===== src/rtl/flit_pkg.sv =====
package flit_pkg;

    typedef logic [31:0] word_t;

    typedef logic [4:0] flit_id_t;

    typedef enum logic [1:0] {
        READ   = 2'd0,
        WRITE  = 2'd1,
        ATOMIC = 2'd2,
        MSG    = 2'd3
    } req_e;

    localparam int NUM_VC = 2; // credits are returned per virtual channel.

    // CRC-32, MSB first, no reflection and no final inversion.
    localparam word_t CRC_POLY = 32'h04C1_1DB7;
    localparam word_t CRC_SEED = 32'hFFFF_FFFF;

    localparam int MAX_DATA_WORDS = 15; // largest value of the header length field.

    function automatic logic [3:0] data_word_count(word_t header);
        return header[3:0]; // data words that follow this header.
    endfunction

endpackage

===== src/rtl/rx_pkg.sv =====
package rx_pkg;

    localparam int BUF_AW = 6; // receive buffer holds 64 words.

    typedef struct packed {
        flit_pkg::flit_id_t id;
        flit_pkg::req_e     req;
    } meta_t;

    typedef struct packed {
        meta_t             meta;
        logic [BUF_AW-1:0] addr; // buffer address of the packet header.
    } req_entry_t;

endpackage


===== src/rtl/rx_endpoint.sv =====
module rx_endpoint #(
    parameter int BUF_AW     = rx_pkg::BUF_AW,
    parameter int FIFO_DEPTH = 4
) (
    input  logic                                clk,
    input  logic                                n_rst,
    input  logic                                flit_valid,
    input  flit_pkg::word_t                     flit_payload,
    input  flit_pkg::flit_id_t                  flit_id,
    input  flit_pkg::req_e                      flit_req,
    input  logic [$clog2(flit_pkg::NUM_VC)-1:0] flit_vc,
    output logic                                flit_taken,
    output logic [flit_pkg::NUM_VC-1:0]         credit_granted,
    output logic                                crc_error,
    output logic                                req_valid,
    output rx_pkg::meta_t                       req_meta,
    output logic [BUF_AW-1:0]                   req_addr,
    input  logic                                req_pop,
    input  logic [BUF_AW-1:0]                   rd_addr,
    output flit_pkg::word_t                     rd_data
);

    logic               crc_clear;
    logic               crc_update;
    flit_pkg::word_t    crc_value;
    logic               crc_done;
    logic               buf_wen;
    logic [BUF_AW-1:0]  buf_waddr;
    flit_pkg::word_t    buf_wdata;
    logic               req_push;
    logic               req_full;
    rx_pkg::req_entry_t req_entry;
    rx_pkg::req_entry_t req_head;

    assign req_meta = req_head.meta;
    assign req_addr = req_head.addr;

    rx_fsm #(
        .BUF_AW(BUF_AW)
    ) u_rx_fsm (
        .clk(clk),
        .n_rst(n_rst),
        .flit_valid(flit_valid),
        .flit_payload(flit_payload),
        .flit_id(flit_id),
        .flit_req(flit_req),
        .flit_vc(flit_vc),
        .crc_value(crc_value),
        .crc_done(crc_done),
        .req_full(req_full),
        .flit_taken(flit_taken),
        .credit_granted(credit_granted),
        .crc_error(crc_error),
        .crc_clear(crc_clear),
        .crc_update(crc_update),
        .buf_wen(buf_wen),
        .buf_waddr(buf_waddr),
        .buf_wdata(buf_wdata),
        .req_push(req_push),
        .req_entry(req_entry)
    );

    crc_unit u_crc_unit (
        .clk(clk),
        .n_rst(n_rst),
        .clear(crc_clear),
        .update(crc_update),
        .data_in(flit_payload), // the CRC runs over the flit currently offered.
        .crc_value(crc_value),
        .done(crc_done)
    );

    rx_buffer #(
        .BUF_AW(BUF_AW)
    ) u_rx_buffer (
        .clk(clk),
        .wen(buf_wen),
        .waddr(buf_waddr),
        .wdata(buf_wdata),
        .raddr(rd_addr),
        .rdata(rd_data)
    );

    req_fifo #(
        .FIFO_DEPTH(FIFO_DEPTH)
    ) u_req_fifo (
        .clk(clk),
        .n_rst(n_rst),
        .push(req_push),
        .entry_in(req_entry),
        .pop(req_pop),
        .full(req_full),
        .valid(req_valid),
        .head(req_head)
    );

endmodule


===== src/rtl/req_fifo.sv =====
module req_fifo #(
    parameter int FIFO_DEPTH = 4
) (
    input  logic               clk,
    input  logic               n_rst,
    input  logic               push,
    input  rx_pkg::req_entry_t entry_in,
    input  logic               pop,
    output logic               full,
    output logic               valid,
    output rx_pkg::req_entry_t head
);

    localparam int PTR_W = (FIFO_DEPTH > 1) ? $clog2(FIFO_DEPTH) : 1;
    localparam int CNT_W = $clog2(FIFO_DEPTH + 1);

    rx_pkg::req_entry_t mem [FIFO_DEPTH];

    logic [PTR_W-1:0] wr_ptr;
    logic [PTR_W-1:0] rd_ptr;
    logic [CNT_W-1:0] count;
    logic             do_push;
    logic             do_pop;

    function automatic logic [PTR_W-1:0] ptr_next(logic [PTR_W-1:0] ptr);
        return (ptr == PTR_W'(FIFO_DEPTH - 1)) ? '0 : ptr + PTR_W'(1);
    endfunction

    assign full    = (count == CNT_W'(FIFO_DEPTH));
    assign valid   = (count != '0);
    assign do_push = push && !full;
    assign do_pop  = pop && valid; // a pop on an empty FIFO does nothing.
    assign head    = mem[rd_ptr];

    always_ff @(posedge clk, negedge n_rst) begin
        if (!n_rst) begin
            wr_ptr <= '0;
            rd_ptr <= '0;
            count  <= '0;
        end else begin
            if (do_push) begin
                wr_ptr <= ptr_next(wr_ptr);
            end
            if (do_pop) begin
                rd_ptr <= ptr_next(rd_ptr);
            end
            if (do_push && !do_pop) begin
                count <= count + CNT_W'(1);
            end else if (do_pop && !do_push) begin
                count <= count - CNT_W'(1);
            end
        end
    end

    always_ff @(posedge clk) begin
        if (do_push) begin
            mem[wr_ptr] <= entry_in;
        end
    end

    // the receive FSM holds in its request state while the FIFO is full.
    a_no_push_full: assert property (
        @(posedge clk) disable iff (!n_rst) push |-> !full
    );

endmodule


===== src/rtl/rx_buffer.sv =====
module rx_buffer #(
    parameter int BUF_AW = rx_pkg::BUF_AW
) (
    input  logic              clk,
    input  logic              wen,
    input  logic [BUF_AW-1:0] waddr,
    input  flit_pkg::word_t   wdata,
    input  logic [BUF_AW-1:0] raddr,
    output flit_pkg::word_t   rdata
);

    localparam int DEPTH = 2 ** BUF_AW;

    flit_pkg::word_t mem [DEPTH];

    always_ff @(posedge clk) begin
        if (wen) begin
            mem[waddr] <= wdata;
        end
    end

    always_ff @(posedge clk) begin
        rdata <= mem[raddr]; // host sees the word one cycle after the address.
    end

endmodule


===== src/rtl/rx_fsm.sv =====
module rx_fsm #(
    parameter int BUF_AW = rx_pkg::BUF_AW
) (
    input  logic                                clk,
    input  logic                                n_rst,
    input  logic                                flit_valid,
    input  flit_pkg::word_t                     flit_payload,
    input  flit_pkg::flit_id_t                  flit_id,
    input  flit_pkg::req_e                      flit_req,
    input  logic [$clog2(flit_pkg::NUM_VC)-1:0] flit_vc,
    input  flit_pkg::word_t                     crc_value,
    input  logic                                crc_done,
    input  logic                                req_full,
    output logic                                flit_taken,
    output logic [flit_pkg::NUM_VC-1:0]         credit_granted,
    output logic                                crc_error,
    output logic                                crc_clear,
    output logic                                crc_update,
    output logic                                buf_wen,
    output logic [BUF_AW-1:0]                   buf_waddr,
    output flit_pkg::word_t                     buf_wdata,
    output logic                                req_push,
    output rx_pkg::req_entry_t                  req_entry
);

    localparam int CNT_W = $clog2(flit_pkg::MAX_DATA_WORDS + 2); // header plus data words.

    typedef enum logic [2:0] {
        IDLE,
        HEADER,
        CRC_WAIT,
        BODY,
        CRC_CHECK,
        REQ_EN
    } state_e;

    state_e             state;
    state_e             next_state;
    logic [BUF_AW-1:0]  next_waddr;
    logic [BUF_AW-1:0]  start_addr;
    logic [CNT_W-1:0]   word_total;
    logic [CNT_W-1:0]   words_done;
    logic [CNT_W-1:0]   next_words_done;
    rx_pkg::meta_t      meta_q;
    logic               last_word;

    // the request entry carries the address at the package width.
    if (BUF_AW != rx_pkg::BUF_AW) begin : g_aw_check
        $error("rx_fsm: BUF_AW must equal rx_pkg::BUF_AW");
    end

    assign last_word = (words_done == word_total); // only the CRC word is still to come.
    assign buf_wdata = flit_payload;
    assign req_entry = '{meta: meta_q, addr: start_addr};

    always_ff @(posedge clk, negedge n_rst) begin
        if (!n_rst) begin
            state      <= IDLE;
            buf_waddr  <= '0;
            words_done <= '0;
        end else begin
            state      <= next_state;
            buf_waddr  <= next_waddr;
            words_done <= next_words_done;
        end
    end

    always_ff @(posedge clk) begin
        if (state == HEADER) begin
            meta_q     <= '{id: flit_id, req: flit_req};
            start_addr <= buf_waddr;
            word_total <= CNT_W'(flit_pkg::data_word_count(flit_payload)) + CNT_W'(1);
        end
    end

    always_comb begin
        next_state      = state;
        next_waddr      = buf_waddr;
        next_words_done = words_done;
        flit_taken      = 1'b0;
        crc_error       = 1'b0;
        crc_clear       = 1'b0;
        crc_update      = 1'b0;
        buf_wen         = 1'b0;
        req_push        = 1'b0;

        case (state)
            IDLE: begin
                crc_clear = 1'b1;
                if (flit_valid) begin
                    next_state = HEADER;
                end
            end
            HEADER: begin
                next_words_done = '0;
                next_state      = CRC_WAIT;
            end
            CRC_WAIT: begin
                crc_update = !crc_done;
                if (crc_done) begin
                    flit_taken      = 1'b1;
                    buf_wen         = 1'b1;
                    next_waddr      = buf_waddr + BUF_AW'(1);
                    next_words_done = words_done + CNT_W'(1);
                    next_state      = BODY;
                end
            end
            BODY: begin
                if (flit_valid) begin
                    next_state = last_word ? CRC_CHECK : CRC_WAIT;
                end
            end
            CRC_CHECK: begin
                flit_taken = 1'b1; // the CRC word is consumed either way.
                if (crc_value == flit_payload) begin
                    next_state = REQ_EN;
                end else begin
                    crc_error  = 1'b1;
                    next_waddr = start_addr; // the next packet overwrites this one.
                    next_state = IDLE;
                end
            end
            REQ_EN: begin
                if (!req_full) begin
                    req_push   = 1'b1;
                    next_state = IDLE;
                end
            end
            default: begin
                next_state = IDLE;
            end
        endcase
    end

    always_comb begin
        credit_granted          = '0;
        credit_granted[flit_vc] = flit_taken;
    end

    // a flit stays offered until it is taken, so a take never finds the port empty.
    a_take_needs_valid: assert property (
        @(posedge clk) disable iff (!n_rst) flit_taken |-> flit_valid
    );

endmodule


===== src/rtl/crc_unit.sv =====
module crc_unit (
    input  logic            clk,
    input  logic            n_rst,
    input  logic            clear,
    input  logic            update,
    input  flit_pkg::word_t data_in,
    output flit_pkg::word_t crc_value,
    output logic            done
);

    logic [1:0] byte_sel;
    logic [7:0] cur_byte;

    function automatic flit_pkg::word_t fold_byte(flit_pkg::word_t crc, logic [7:0] data);
        flit_pkg::word_t c;
        c = crc ^ {data, 24'h00_0000};
        for (int i = 0; i < 8; i++) begin
            if (c[31]) begin
                c = (c << 1) ^ flit_pkg::CRC_POLY;
            end else begin
                c = c << 1;
            end
        end
        return c;
    endfunction

    assign cur_byte = data_in[8*(3-byte_sel) +: 8]; // most significant byte goes first.

    always_ff @(posedge clk, negedge n_rst) begin
        if (!n_rst) begin
            crc_value <= flit_pkg::CRC_SEED;
            byte_sel  <= 2'd0;
            done      <= 1'b0;
        end else if (clear) begin
            crc_value <= flit_pkg::CRC_SEED;
            byte_sel  <= 2'd0;
            done      <= 1'b0;
        end else if (update && !done) begin
            crc_value <= fold_byte(crc_value, cur_byte);
            byte_sel  <= byte_sel + 2'd1; // wraps to zero after the fourth byte.
            done      <= (byte_sel == 2'd3);
        end else if (!update) begin
            done <= 1'b0;
        end
    end

    // the receive FSM clears only between packets and updates only inside one.
    a_clear_update_excl: assert property (
        @(posedge clk) disable iff (!n_rst) !(clear && update)
    );

endmodule


===== config.mk =====
export PLATFORM = sky130hd
export DESIGN_NAME = rx_endpoint
export DESIGN_NICKNAME = d
export VERILOG_FILES = /design/src/rtl/flit_pkg.sv /design/src/rtl/rx_pkg.sv /design/src/rtl/rx_endpoint.sv /design/src/rtl/req_fifo.sv /design/src/rtl/rx_buffer.sv /design/src/rtl/rx_fsm.sv /design/src/rtl/crc_unit.sv
export SDC_FILE = /design/constraint.sdc
export NUM_CORES = 2
export LEC_CHECK = 0
export BUFFER_PORTS_ARGS = -buffer_cell sky130_fd_sc_hd__buf_4
export CAP_MARGIN = 0
export CORE_MARGIN = 3
export CORE_UTILIZATION = 56
export DETAILED_ROUTE_END_ITERATION = 6
export PLACE_DENSITY = 0.74
export SLEW_MARGIN = 5
export SYNTH_ARGS = -nofsm -noshare
export SYNTH_HDL_FRONTEND = slang
export SYNTH_SLANG_ARGS = --single-unit

===== constraint.sdc =====
create_clock -name clk -period 6.47 [get_ports clk]
set_clock_uncertainty 0.2 [all_clocks]
set_input_delay 0.647 -clock clk [delete_from_list [all_inputs] [get_ports clk]]
set_output_delay 0.647 -clock clk [all_outputs]
set_load 0.02 [all_outputs]

==> impl_metrics.ini <==
[yosys]
ys_seq_area_frac = 0.775
synth-edff-count = 2118
netlist_instances = 3606
yosys_warnings = 0
synth.cell_area_sq_um = 84800
ys_types = 59
ys_ff_latch = 2206
synth_area_per_cell_sq_um = 23.5
syn-num-nets = 3667
synthFlopType = edfxtp_1
synthArstFlopShare = 0.0254

[floorplan]
row_count = 142
start_util = 0.565
fp.dieArea_sq_um = 156000
die_width_um = 395
pin_count = 100
core-area_sq_um = 150000
die_h_um = 395

[power_and_ir_drop]
leakage_nw = 30.1
worst_ir_drop_vdd_uv = 305
p_per_area_nw_per_um2 = 348
power.total_mw = 33.4

[layout]
utilization = 0.639
drive_gt1_frac = 0.317
syn2layout_area_growth_pct = 13.2
layout_common_cells = 2118 x edfxtp_1, 636 x mux4_2, 212 x clkbuf_16
final_cells = 6054
final_common_cell = edfxtp_1
fin_nets = 3907

[critical_path]
worstSetupStartpointType = flop
crit_fanout = 32
crit_family = simple AND/OR/NAND/NOR gates
crit_arrival_ps = 4550
r2r_slack_ps = 2160
slowest_stage = nor2_4
crit_type = reg -> reg
worst_setup_path_end_kind = flop
critPathRequiredTime_ps = 6710
path_buf_inv = 0
path_cells = nor2_1, and3_1, nand4_1, nor2_4
critical-path-max-stage-delay_ps = 1300

[grt]
grt_pass1_vias = 41400
grt.overflow.total = 0
grtUsageTotal = 0.276
grt_pass1_wl_um = 305000
grt_start_max_net_pins = 115
antenna_found_initial = 10

[timing]
tightest_slew_ps = 1320
drv_slew = 0
finalHoldViolCount = 0
rsz0062_at_grt = no
finalWorstSetupSlack_ps = 2160
layout_worst_path_cycle_share = 0.666
period_needed_ps = 4310
clock.fmax_ghz = 0.232
slew_headroom = 0.118
setup_viol = 0
tns_ps = 0

[drt]
ant_nets = 0
wl_per_cell_um = 35.0
num_vias = 40800
avgViaCountPerCell = 6.74
drt_pass1_iterations = 5
drc = 0
drt_iter0_markers = 5811
wirelength_um = 212000

[cts]
cts_root_buffer = clkbuf_16
clk_latency_ps = 820
clkTransAtPathRegs_ps = 60
cts_max_path_buffers = 3
clkSinkCount = 2206
cts.repair.resized = 0
tritoncts = done
post_cts_buffers = 0
cts-buffers-inserted = 209
h-tree-depth = 4

[placed_design]
dpl.cell_count = 5636
pre_cts_ws_ps = 1960
io_buffers = 99
dpl.hpwl_um = 117000
gp_congestion = 0.878

[status]
status = finished, final reports clean

[job]
drv_cap = 0

[worst_hold_path]
hold_path.class = in -> reg
==> cells by family after synthesis <==
logic type | synth area share
xor+xnor | 0.0143
simple gates | 0.0132
flops | 0.775
compound gates | 0.0130
buf+inv | 0.00920
mux | 0.174
fa+ha+maj | 0.00171
==> report_power, final <==
part	total (mW)	internal, mW	switching [mW]
Clock	12.4	7.12	5.26
Sequential	16.5	16.1	0.443
Combinational	4.49	2.03	2.46
==> sequential cells by signal (all words and copies together) (netlist names), 3 cells and up <==
signal,count
u_rx_buffer.mem,2048
u_req_fifo.mem,52
u_crc_unit.crc_value,32
u_rx_buffer.rdata,32
u_rx_fsm.req_entry,7
u_rx_fsm.buf_waddr,6
u_rx_fsm.start_addr,6
u_rx_fsm.word_total,5
u_rx_fsm.words_done,5
u_req_fifo.count,3
u_rx_fsm.state,3
==> synth_stat cells, drive strengths merged, types with 5 or more instances <==
master | n | area, sq um
or2 | 6 | 37.5
nor2b | 8 | 50.1
and2 | 12 | 75.1
dfrtp | 24 | 601
a22oi | 76 | 571
clkbuf | 110 | 414
ha | 10 | 125
mux2i | 29 | 290
mux4 | 639 | 14400
inv | 11 | 41.3
nor2 | 107 | 402
buf | 76 | 324
xor2 | 60 | 552
nand4 | 8 | 50.1
dfxtp | 32 | 641
dfstp | 32 | 841
xnor2 | 48 | 563
or3 | 5 | 31.3
edfxtp | 2118 | 63600
nand3 | 15 | 75.1
o21ai | 17 | 85.1
nor3 | 6 | 30.0
o22a | 8 | 70.1
nor4 | 11 | 68.8
nand2 | 55 | 206
a21oi | 41 | 205
==> per-stage QoR <==
stage | instance area [sq um] | hold WS [ps]
detailed placement | 88700 | 284
finish | 95900 | 75.7
global placement | 88700 | 272
global route | 95900 | 54.6
CTS | 95900 | 29.9
floorplan | 84800 | 151
==> layout make-up <==
| type | instances | area (sq um) |
|---|---|---|
| inverters | 11 | 41.3 |
| clock inverters | 111 | 1240 |
| multi-input cells | 1203 | 18800 |
| diodes | 6 | 15.0 |
| well taps | 2016 | 2520 |
| clock buffers | 286 | 5770 |
| fillers | 9442 | 54200 |
| repair buffers | 215 | 1870 |
| flip-flops and latches | 2206 | 65700 |
==> path summary, 6_finish.rpt <==
path | from | to | depth (start not counted)
max in group asynchronous | n_rst | u_crc_unit.byte_sel[0] | 2
setup / recovery | u_rx_fsm.state[2] | u_rx_buffer.mem[53][8] | 4
hold reg to reg | u_rx_fsm.req_entry[9] | u_req_fifo.mem[0][9] | 0
min in group asynchronous | n_rst | u_req_fifo.count[2] | 2
hold / removal | flit_payload[7] | u_rx_buffer.mem[32][7] | 1
setup reg to reg | u_rx_fsm.state[2] | u_rx_buffer.mem[53][8] | 4
==> what timing repair did <==
action                     CTS  global route
setup endpoints to repair    0             0
hold buffers                14             0
hold endpoints to repair    65             0
==> metal layers <==
metal	part of all wire	global-route usage	up-vias
met5	0.000061	0	-
met4	0.035	0.0919	2
met3	0.10	0.0571	387
met2	0.49	0.434	2630
met1	0.37	0.395	21900
li1	-	-	15800
No activity file was read; power rests on OpenSTA's default activity.
